[src/verilog/mips_macros.svh]
`ifndef MIPS_MACROS_SVH
`define MIPS_MACROS_SVH

// Widths fixed by the ISA subset

`define NB_DATA     32  // Data word and instruction width

`define NB_REG      5  // Register index, 32 architectural registers

`define NB_PC       8  // Byte address of the instruction, wraps at 256

`define NB_ALU_OP   3  // Class handed from decode to execute

`define NB_ALU_CTRL 4  // Operation select of the ALU

`endif

[src/verilog/mips_pkg.sv]
`include "mips_macros.svh"

package mips_pkg;

    typedef logic [`NB_DATA-1:0] data_t;
    typedef logic [`NB_REG-1:0]  reg_idx_t;
    typedef logic [`NB_PC-1:0]   pc_t;

    // Primary opcode field, instr[31:26]
    typedef enum logic [5:0] {
        OP_RTYPE = 6'h00,
        OP_BEQ   = 6'h04,
        OP_ADDI  = 6'h08,
        OP_SLTI  = 6'h0a,
        OP_ANDI  = 6'h0c,
        OP_ORI   = 6'h0d,
        OP_SW    = 6'h2b
    } opcode_e;

    // Function field of R-type, instr[5:0]
    typedef enum logic [5:0] {
        F_ADD = 6'h20,
        F_SUB = 6'h22,
        F_AND = 6'h24,
        F_OR  = 6'h25,
        F_SLT = 6'h2a
    } funct_e;

    typedef enum logic [`NB_ALU_OP-1:0] {
        ALUOP_ADD   = 3'b000,
        ALUOP_SUB   = 3'b001,
        ALUOP_FUNCT = 3'b010,  // Operation comes from the funct field
        ALUOP_AND   = 3'b011,
        ALUOP_OR    = 3'b100,
        ALUOP_SLT   = 3'b101
    } alu_op_e;

    typedef enum logic [`NB_ALU_CTRL-1:0] {
        ALU_AND = 4'b0000,
        ALU_OR  = 4'b0001,
        ALU_ADD = 4'b0010,
        ALU_SUB = 4'b0110,
        ALU_SLT = 4'b0111
    } alu_ctrl_e;

endpackage

[src/verilog/alu.sv]
module alu (
    input  mips_pkg::data_t     i_a,
    input  mips_pkg::data_t     i_b,
    input  mips_pkg::alu_ctrl_e i_alu_ctrl,
    output mips_pkg::data_t     o_result,
    output logic                o_zero
);
    import mips_pkg::*;

    logic less;

    assign less = $signed(i_a) < $signed(i_b);

    always_comb begin
        case (i_alu_ctrl)
            ALU_AND: begin
                o_result = i_a & i_b;
            end
            ALU_OR: begin
                o_result = i_a | i_b;
            end
            ALU_ADD: begin
                o_result = i_a + i_b;  // Wraps, no overflow trap
            end
            ALU_SUB: begin
                o_result = i_a - i_b;
            end
            ALU_SLT: begin
                o_result = data_t'(less);
            end
            default: begin
                o_result = '0;
            end
        endcase
    end

    assign o_zero = (o_result == '0);

endmodule

[src/verilog/main_control.sv]
module main_control (
    input  logic               i_clock,
    input  logic               i_rst,
    input  logic               i_valid,
    input  mips_pkg::data_t    i_instr,
    input  mips_pkg::pc_t      i_pc,
    output logic               o_valid,
    output logic               o_reg_write,
    output logic               o_mem_write,
    output logic               o_branch,
    output logic               o_alu_src,
    output logic               o_reg_dst,
    output mips_pkg::alu_op_e  o_alu_op,
    output mips_pkg::data_t    o_immediate,
    output mips_pkg::reg_idx_t o_rs,
    output mips_pkg::reg_idx_t o_rt,
    output mips_pkg::reg_idx_t o_rd,
    output mips_pkg::pc_t      o_pc
);
    import mips_pkg::*;

    opcode_e  opcode;
    reg_idx_t rs;
    reg_idx_t rt;
    reg_idx_t rd;
    data_t    immediate;
    logic     dec_reg_write;
    logic     dec_mem_write;
    logic     dec_branch;
    logic     dec_alu_src;
    logic     dec_reg_dst;
    logic     dec_zero_ext;
    alu_op_e  dec_alu_op;
    logic     dest_nonzero;

    assign opcode = opcode_e'(i_instr[31:26]);
    assign rs     = i_instr[25:21];
    assign rt     = i_instr[20:16];
    assign rd     = i_instr[15:11];

    // Logical immediates are zero extended, arithmetic and offsets sign extended
    assign immediate = dec_zero_ext ? {16'h0000, i_instr[15:0]}
                                    : {{16{i_instr[15]}}, i_instr[15:0]};

    always_comb begin
        dec_reg_write = 1'b0;
        dec_mem_write = 1'b0;
        dec_branch    = 1'b0;
        dec_alu_src   = 1'b0;
        dec_reg_dst   = 1'b0;
        dec_zero_ext  = 1'b0;
        dec_alu_op    = ALUOP_ADD;
        case (opcode)
            OP_RTYPE: begin
                dec_reg_write = 1'b1;
                dec_reg_dst   = 1'b1;
                dec_alu_op    = ALUOP_FUNCT;
            end
            OP_ADDI: begin
                dec_reg_write = 1'b1;
                dec_alu_src   = 1'b1;
            end
            OP_SLTI: begin
                dec_reg_write = 1'b1;
                dec_alu_src   = 1'b1;
                dec_alu_op    = ALUOP_SLT;
            end
            OP_ANDI: begin
                dec_reg_write = 1'b1;
                dec_alu_src   = 1'b1;
                dec_zero_ext  = 1'b1;
                dec_alu_op    = ALUOP_AND;
            end
            OP_ORI: begin
                dec_reg_write = 1'b1;
                dec_alu_src   = 1'b1;
                dec_zero_ext  = 1'b1;
                dec_alu_op    = ALUOP_OR;
            end
            OP_BEQ: begin
                dec_branch = 1'b1;
                dec_alu_op = ALUOP_SUB;  // Equality through a zero difference
            end
            OP_SW: begin
                dec_mem_write = 1'b1;
                dec_alu_src   = 1'b1;  // Address is base plus offset
            end
            default: begin
                dec_alu_op = ALUOP_ADD;  // Retires as a no-op
            end
        endcase
    end

    assign dest_nonzero = dec_reg_dst ? (rd != '0) : (rt != '0);

    always_ff @(posedge i_clock) begin
        if (i_rst) begin
            o_valid     <= 1'b0;
            o_reg_write <= 1'b0;
            o_mem_write <= 1'b0;
            o_branch    <= 1'b0;
        end else begin
            o_valid     <= i_valid;
            o_reg_write <= i_valid & dec_reg_write & dest_nonzero;  // r0 is never a target
            o_mem_write <= i_valid & dec_mem_write;
            o_branch    <= i_valid & dec_branch;
        end
    end

    always_ff @(posedge i_clock) begin
        if (i_valid) begin
            o_alu_src   <= dec_alu_src;
            o_reg_dst   <= dec_reg_dst;
            o_alu_op    <= dec_alu_op;
            o_immediate <= immediate;
            o_rs        <= rs;
            o_rt        <= rt;
            o_rd        <= rd;
            o_pc        <= i_pc;
        end
    end

    a_write_excl: assert property (@(posedge i_clock) disable iff (i_rst)
        !(o_reg_write && o_mem_write));

endmodule

[src/verilog/register_file.sv]
`include "mips_macros.svh"

module register_file (
    input  logic               i_clock,
    input  logic               i_rst,
    input  logic               i_rd_en,
    input  mips_pkg::reg_idx_t i_rs,
    input  mips_pkg::reg_idx_t i_rt,
    input  logic               i_wr_en,
    input  mips_pkg::reg_idx_t i_wr_reg,
    input  mips_pkg::data_t    i_wr_data,
    output mips_pkg::data_t    o_data_a,
    output mips_pkg::data_t    o_data_b
);
    import mips_pkg::*;

    data_t regs [2**`NB_REG];
    logic  wr_live;
    data_t rd_data_a;
    data_t rd_data_b;

    assign wr_live = i_wr_en && (i_wr_reg != '0);

    // A write on the read edge is returned directly
    assign rd_data_a = (wr_live && i_wr_reg == i_rs) ? i_wr_data : regs[i_rs];
    assign rd_data_b = (wr_live && i_wr_reg == i_rt) ? i_wr_data : regs[i_rt];

    always_ff @(posedge i_clock) begin
        if (i_rst) begin
            for (int i = 0; i < 2**`NB_REG; i++) begin
                regs[i] <= '0;
            end
        end else if (wr_live) begin
            regs[i_wr_reg] <= i_wr_data;
        end
    end

    always_ff @(posedge i_clock) begin
        if (i_rd_en) begin
            o_data_a <= rd_data_a;
            o_data_b <= rd_data_b;
        end
    end

    // Decode already drops r0 destinations before they reach write-back
    a_no_r0_write: assert property (@(posedge i_clock) disable iff (i_rst)
        i_wr_en |-> (i_wr_reg != '0));

endmodule

[src/verilog/ex_stage.sv]
module ex_stage (
    input  logic               i_clock,
    input  logic               i_rst,
    input  logic               i_valid,
    input  logic               i_reg_write,
    input  logic               i_mem_write,
    input  logic               i_branch,
    input  logic               i_alu_src,
    input  logic               i_reg_dst,
    input  mips_pkg::alu_op_e  i_alu_op,
    input  mips_pkg::pc_t      i_pc,
    input  mips_pkg::data_t    i_data_a,
    input  mips_pkg::data_t    i_data_b,
    input  mips_pkg::data_t    i_immediate,
    input  mips_pkg::reg_idx_t i_rs,
    input  mips_pkg::reg_idx_t i_rt,
    input  mips_pkg::reg_idx_t i_rd,
    output logic               o_valid,
    output logic               o_reg_write,
    output logic               o_mem_write,
    output logic               o_branch_taken,
    output mips_pkg::reg_idx_t o_dest_reg,
    output mips_pkg::data_t    o_alu_result,
    output mips_pkg::data_t    o_store_data,
    output mips_pkg::pc_t      o_branch_target
);
    import mips_pkg::*;

    funct_e    funct;
    alu_ctrl_e alu_ctrl;
    logic      funct_ok;
    data_t     operand_a;
    data_t     rt_value;
    data_t     operand_b;
    data_t     alu_result;
    logic      alu_zero;
    reg_idx_t  dest_reg;
    pc_t       pc_plus4;
    pc_t       branch_target;

    assign funct = funct_e'(i_immediate[5:0]);

    always_comb begin
        funct_ok = 1'b1;
        case (i_alu_op)
            ALUOP_SUB: alu_ctrl = ALU_SUB;
            ALUOP_AND: alu_ctrl = ALU_AND;
            ALUOP_OR:  alu_ctrl = ALU_OR;
            ALUOP_SLT: alu_ctrl = ALU_SLT;
            ALUOP_FUNCT: begin
                case (funct)
                    F_ADD:   alu_ctrl = ALU_ADD;
                    F_SUB:   alu_ctrl = ALU_SUB;
                    F_AND:   alu_ctrl = ALU_AND;
                    F_OR:    alu_ctrl = ALU_OR;
                    F_SLT:   alu_ctrl = ALU_SLT;
                    default: begin
                        alu_ctrl = ALU_ADD;
                        funct_ok = 1'b0;  // Unsupported R-type retires as a no-op
                    end
                endcase
            end
            default: alu_ctrl = ALU_ADD;
        endcase
    end

    // The EX/MEM register holds the producer issued one cycle earlier
    assign operand_a = (o_reg_write && o_dest_reg == i_rs) ? o_alu_result : i_data_a;
    assign rt_value  = (o_reg_write && o_dest_reg == i_rt) ? o_alu_result : i_data_b;
    assign operand_b = i_alu_src ? i_immediate : rt_value;
    assign dest_reg  = i_reg_dst ? i_rd : i_rt;

    alu i_alu (
        .i_a        (operand_a),
        .i_b        (operand_b),
        .i_alu_ctrl (alu_ctrl),
        .o_result   (alu_result),
        .o_zero     (alu_zero)
    );

    assign pc_plus4      = i_pc + pc_t'(4);
    assign branch_target = pc_plus4 + pc_t'(i_immediate << 2);  // Wraps at the PC width

    always_ff @(posedge i_clock) begin
        if (i_rst) begin
            o_valid        <= 1'b0;
            o_reg_write    <= 1'b0;
            o_mem_write    <= 1'b0;
            o_branch_taken <= 1'b0;
        end else begin
            o_valid        <= i_valid;
            o_reg_write    <= i_valid & i_reg_write & funct_ok;
            o_mem_write    <= i_valid & i_mem_write;
            o_branch_taken <= i_valid & i_branch & alu_zero;
        end
    end

    always_ff @(posedge i_clock) begin
        if (i_valid) begin
            o_dest_reg      <= dest_reg;
            o_alu_result    <= alu_result;
            o_store_data    <= rt_value;
            o_branch_target <= branch_target;
        end
    end

    a_bad_funct_no_write: assert property (@(posedge i_clock) disable iff (i_rst)
        (i_valid && i_alu_op == ALUOP_FUNCT
         && !(i_immediate[5:0] inside {F_ADD, F_SUB, F_AND, F_OR, F_SLT}))
        |=> !o_reg_write);

endmodule

[src/verilog/mips_exec_top.sv]
module mips_exec_top (
    input  logic               i_clock,
    input  logic               i_rst,
    input  logic               i_valid,
    input  mips_pkg::data_t    i_instr,
    input  mips_pkg::pc_t      i_pc,
    output logic               o_valid,
    output logic               o_reg_write,
    output logic               o_mem_write,
    output logic               o_branch_taken,
    output mips_pkg::reg_idx_t o_dest_reg,
    output mips_pkg::data_t    o_alu_result,
    output mips_pkg::data_t    o_store_data,
    output mips_pkg::pc_t      o_branch_target
);
    import mips_pkg::*;

    logic     id_valid;
    logic     id_reg_write;
    logic     id_mem_write;
    logic     id_branch;
    logic     id_alu_src;
    logic     id_reg_dst;
    alu_op_e  id_alu_op;
    data_t    id_immediate;
    reg_idx_t id_rs;
    reg_idx_t id_rt;
    reg_idx_t id_rd;
    pc_t      id_pc;
    data_t    id_data_a;
    data_t    id_data_b;

    main_control i_main_control (
        .i_clock     (i_clock),
        .i_rst       (i_rst),
        .i_valid     (i_valid),
        .i_instr     (i_instr),
        .i_pc        (i_pc),
        .o_valid     (id_valid),
        .o_reg_write (id_reg_write),
        .o_mem_write (id_mem_write),
        .o_branch    (id_branch),
        .o_alu_src   (id_alu_src),
        .o_reg_dst   (id_reg_dst),
        .o_alu_op    (id_alu_op),
        .o_immediate (id_immediate),
        .o_rs        (id_rs),
        .o_rt        (id_rt),
        .o_rd        (id_rd),
        .o_pc        (id_pc)
    );

    // Write-back comes straight from the EX/MEM register
    register_file i_register_file (
        .i_clock   (i_clock),
        .i_rst     (i_rst),
        .i_rd_en   (i_valid),
        .i_rs      (i_instr[25:21]),
        .i_rt      (i_instr[20:16]),
        .i_wr_en   (o_reg_write),
        .i_wr_reg  (o_dest_reg),
        .i_wr_data (o_alu_result),
        .o_data_a  (id_data_a),
        .o_data_b  (id_data_b)
    );

    ex_stage i_ex_stage (
        .i_clock         (i_clock),
        .i_rst           (i_rst),
        .i_valid         (id_valid),
        .i_reg_write     (id_reg_write),
        .i_mem_write     (id_mem_write),
        .i_branch        (id_branch),
        .i_alu_src       (id_alu_src),
        .i_reg_dst       (id_reg_dst),
        .i_alu_op        (id_alu_op),
        .i_pc            (id_pc),
        .i_data_a        (id_data_a),
        .i_data_b        (id_data_b),
        .i_immediate     (id_immediate),
        .i_rs            (id_rs),
        .i_rt            (id_rt),
        .i_rd            (id_rd),
        .o_valid         (o_valid),
        .o_reg_write     (o_reg_write),
        .o_mem_write     (o_mem_write),
        .o_branch_taken  (o_branch_taken),
        .o_dest_reg      (o_dest_reg),
        .o_alu_result    (o_alu_result),
        .o_store_data    (o_store_data),
        .o_branch_target (o_branch_target)
    );

endmodule

[config.mk]
export PLATFORM = sky130hd
export DESIGN_NAME = mips_exec_top
export DESIGN_NICKNAME = d
export VERILOG_FILES = /design/src/verilog/mips_pkg.sv /design/src/verilog/alu.sv /design/src/verilog/main_control.sv /design/src/verilog/register_file.sv /design/src/verilog/ex_stage.sv /design/src/verilog/mips_exec_top.sv
export VERILOG_INCLUDE_DIRS = /design/src /design/src/verilog
export SDC_FILE = /design/constraint.sdc
export NUM_CORES = 2
export LEC_CHECK = 0
export BUFFER_PORTS_ARGS = -buffer_cell sky130_fd_sc_hd__buf_2
export CORE_ASPECT_RATIO = 0.9
export CORE_MARGIN = 5
export CORE_UTILIZATION = 49
export CTS_CLUSTER_SIZE = 12
export DETAILED_ROUTE_END_ITERATION = 6
export PLACE_DENSITY_LB_ADDON = 0.25
export SYNTH_ARGS = -nofsm -noshare
export SYNTH_HDL_FRONTEND = slang
export SYNTH_SLANG_ARGS = --single-unit
export TNS_END_PERCENT = 30
[constraint.sdc]
create_clock -name i_clock -period 17.13 [get_ports i_clock]
set_input_delay 1.713 -clock i_clock [delete_from_list [all_inputs] [get_ports i_clock]]
set_output_delay 1.713 -clock i_clock [all_outputs]
set_load 0.05 [all_outputs]
==> flow_metrics.env <==
export IMPL_startpoint="i_ex_stage.o_dest_reg[2]$_DFFE_PP_"
export IMPL_cts_root_buf="clkbuf_16"
export IMPL_ir_drop_mv=0.105
export IMPL_yosysTopAreaCell="edfxtp_1"
export IMPL_ff2ff_path_depth=19
export IMPL_numClockSinks=1213
export IMPL_dr_pass1_iters=6
export IMPL_busiest_layer="met1"
export IMPL_hpwl_um=139000
export IMPL_ys_types=93
export IMPL_dr_total_vias=42800
export IMPL_synth_avg_cell_area_sq_um=14.9
export IMPL_required_ns=17.83
export IMPL_synth_area_top_cells="edfxtp_1 (54%), mux4_2 (21%), and2_1 (9.3%)"
export IMPL_coreArea_sq_um=136000
export IMPL_worst_pin_slew_ns=1.22
export IMPL_drive_gt1_share_pct=27.0
export IMPL_post_cts_buffers=0
export IMPL_syn2layout_area_growth_pct=10.1
export IMPL_r2r_start="i_ex_stage.o_dest_reg[2]$_DFFE_PP_"
export IMPL_synth_edff_count=1205
export IMPL_cp_endpoint="i_ex_stage.o_branch_taken$_SDFF_PP0_"
export IMPL_numPortBuffers=123
export IMPL_clk_pin_slew_ns=0.06
export IMPL_mostFrequentLayoutCells="edfxtp_1 (1205), and2_1 (994), mux4_2 (640), buf_4 (147), clkbuf_16 (134)"
export IMPL_clock_power_share_pct=36.3
export IMPL_hold_viol=0
export IMPL_rsz0062_at_grt="false"
export IMPL_synth_area_sq_um=67200
export IMPL_crit_path_end_kind="register"
export IMPL_largest_register="i_register_file.regs"
export IMPL_drt_iter0_drc=6484
export IMPL_setup_tns_ns=0
export IMPL_p_leak_uw=0.0266
export IMPL_nFillCells=10900
export IMPL_overflow=0
export IMPL_place_area_sq_um=70000
export IMPL_ys_warn_count=0
export IMPL_grt_pass1_vias=42300
export IMPL_gr_usage_met1_pct=45.3
export IMPL_combPwrFrac_pct=16.8
export IMPL_p_int_uw=5320
export IMPL_slew_headroom_pct=18.2
export IMPL_largest_reg_flops=1024
export IMPL_totalWireLength_um=224000
export IMPL_vias_per_cell=6.64
export IMPL_ant_nets=0
export IMPL_swShare_pct=28.6
export IMPL_ys_seq_area_share_pct=54.1
export IMPL_cts_path_max_buffers=3
export IMPL_reg2reg_slack_ns=10.31
export IMPL_cp_max_fo=32
export IMPL_netlist_instances=4513
export IMPL_synth_seq_cells=1213
export IMPL_cts_tree="done"
export IMPL_p_seq_share_pct=46.8
export IMPL_cts_made_buffers=133
export IMPL_outcome="finished, final reports clean"
export IMPL_power_switching_uw=2130
export IMPL_dieArea_sq_um=145000
export IMPL_grt_max_degree=118
export IMPL_avgRoutedWirePerCell_um=34.7
export IMPL_start_kind="register"
export IMPL_setup_viol=0
export IMPL_holdCritPathClass="register to register"
export IMPL_cts_resized=0
export IMPL_final_common_cell="edfxtp_1"
export IMPL_holdBufCountCts=0
export IMPL_gp_congestion=0.985
export IMPL_synthArstFlopShare_pct=0
export IMPL_rows=128
export IMPL_cts_max_level=4
export IMPL_fin_skew_ns=0.0346
export IMPL_maxSlewViolCount=0
export IMPL_io_pins=124
export IMPL_drv_cap=0
export IMPL_hold_depth=0
export IMPL_drc=0
export IMPL_p_per_area_nw_per_um2=101
export IMPL_post_synth_top_area_fraction_pct=53.9
export IMPL_period_share_pct=39.8
export IMPL_max_freq_mhz=147
export IMPL_postLayoutCellArea_sq_um=74000
export IMPL_synth_ff_type="edfxtp_1"
export IMPL_finalNetCount=4679
export IMPL_grtUsageMet2_pct=44.0
export IMPL_grt_usage_pct=30.7
export IMPL_grt_pass1_wl_um=318000
export IMPL_r2r_end="i_ex_stage.o_branch_taken$_SDFF_PP0_"
export IMPL_antenna_found_initial=22
export IMPL_worst_skew_pair_late_latency_ns=0.79
export IMPL_die_x_um=400
export IMPL_start_util_pct=49.5
export IMPL_period_needed_ns=6.82
export IMPL_fp_dieH_um=361
export IMPL_crit_arrival_ns=7.51
export IMPL_fin_hold_ws_ns=0.421
export IMPL_use_met3_pct=7.91
export IMPL_path_class="register to register"
-- cell usage after synthesis (all sizes together), types with 9 or more instances --
cell / instances
a211o: 9
a211oi: 19
a21o: 17
a21oi: 84
a221o: 9
a221oi: 11
a31oi: 9
and2: 996
buf: 97
clkbuf: 325
edfxtp: 1205
ha: 109
inv: 103
mux2: 60
mux2i: 92
mux4: 640
nand2: 115
nand2b: 16
nand3: 16
nand4: 9
nor2: 156
nor2b: 13
nor3: 24
nor4: 22
o211ai: 13
o21ai: 110
o21bai: 9
o221ai: 9
o31ai: 17
or2: 37
xnor2: 18
xor2: 16
-- how the worst min path moves through the flow --
stage	from	end	slack, ns
finish	i_main_control.o_pc[1]$_DFFE_PP_	i_ex_stage.o_branch_target[1]$_DFFE_PP_	0.42
global route	i_main_control.o_pc[1]$_DFFE_PP_	i_ex_stage.o_branch_target[1]$_DFFE_PP_	0.43
CTS	i_main_control.o_pc[1]$_DFFE_PP_	i_ex_stage.o_branch_target[1]$_DFFE_PP_	0.42
detailed placement	i_main_control.o_pc[1]$_DFFE_PP_	i_ex_stage.o_branch_target[1]$_DFFE_PP_	0.41
global placement	i_main_control.o_pc[1]$_DFFE_PP_	i_ex_stage.o_branch_target[1]$_DFFE_PP_	0.40
floorplan	i_main_control.o_pc[0]$_DFFE_PP_	i_ex_stage.o_branch_target[0]$_DFFE_PP_	0.40
-- cell type report --
class                      instances  area (sq um)  share of cell area, %
antenna                            8          20.0                 0.0271
sequential                      1213         36300                   49.1
inverter                         103           387                  0.523
clock buffer                     175          3510                   4.74
multi-input combinational       2806         29200                   39.5
clock inverter                    56           438                  0.592
tap                             1820          2280                   3.08
timing repair buffer             267          1770                   2.40
-- routing by layer --
metal	share of wire (%)	wire [um]
met1	40	89600
met2	43	96400
met3	13	28100
met4	4.4	9790
met5	0.018	41
-- worst max-delay path: stages, from the launching register on --
cell	delay [ns]
edfxtp_1	0.61
xor2_1	0.25
nor4_1	0.32
and3_2	0.91
mux2_2	0.44
nor2_1	0.09
a21oi_1	0.08
ha_1	0.31
fa_1	0.52
a211oi_2	0.33
o21ai_0	0.28
nand2_1	0.20
a21oi_1	0.08
a21oi_1	0.25
mux2i_1	0.22
nor4_1	0.72
nand4b_1	0.27
nor4b_2	0.42
nand4_1	0.18
nor4_2	0.24
-- power groups by stage --
stage          Clock (uW)  Combinational (uW)  Sequential, uW
5_1_grt              2870                1310            3500
3_3_place_gp            0                1220            3540
6_report             2710                1250            3490
2_1_floorplan           0                 756            3580
4_1_cts              2730                1230            3490
3_5_place_dp            0                1230            3550
-- per-stage QoR --
stage	util (%)	setup WS, ns	cells	total power, uW
floorplan	-	11.40	4544	4330
global placement	51.5	10.46	6209	4770
detailed placement	51.5	10.44	6209	4780
CTS	54.4	10.43	6440	7450
global route	54.4	9.91	6442	7680
finish	54.5	10.31	6448	7450
-- kinds of logic (layout without fill, tap and decap cells) --
family	after synthesis	in the layout	synth area share (%)
and+or+nand+nor	1457	1457	12.7
DFF	1213	1213	54.1
muxes	792	792	23.8
buffers and inverters	525	601	3.00
AOI/OAI and AO/OA	379	379	3.79
adders and majority gates	112	112	2.12
xor gates and xnor gates	34	34	0.443
other	1	40	0.00558
Note: power is estimated with default switching activity, not from simulation.
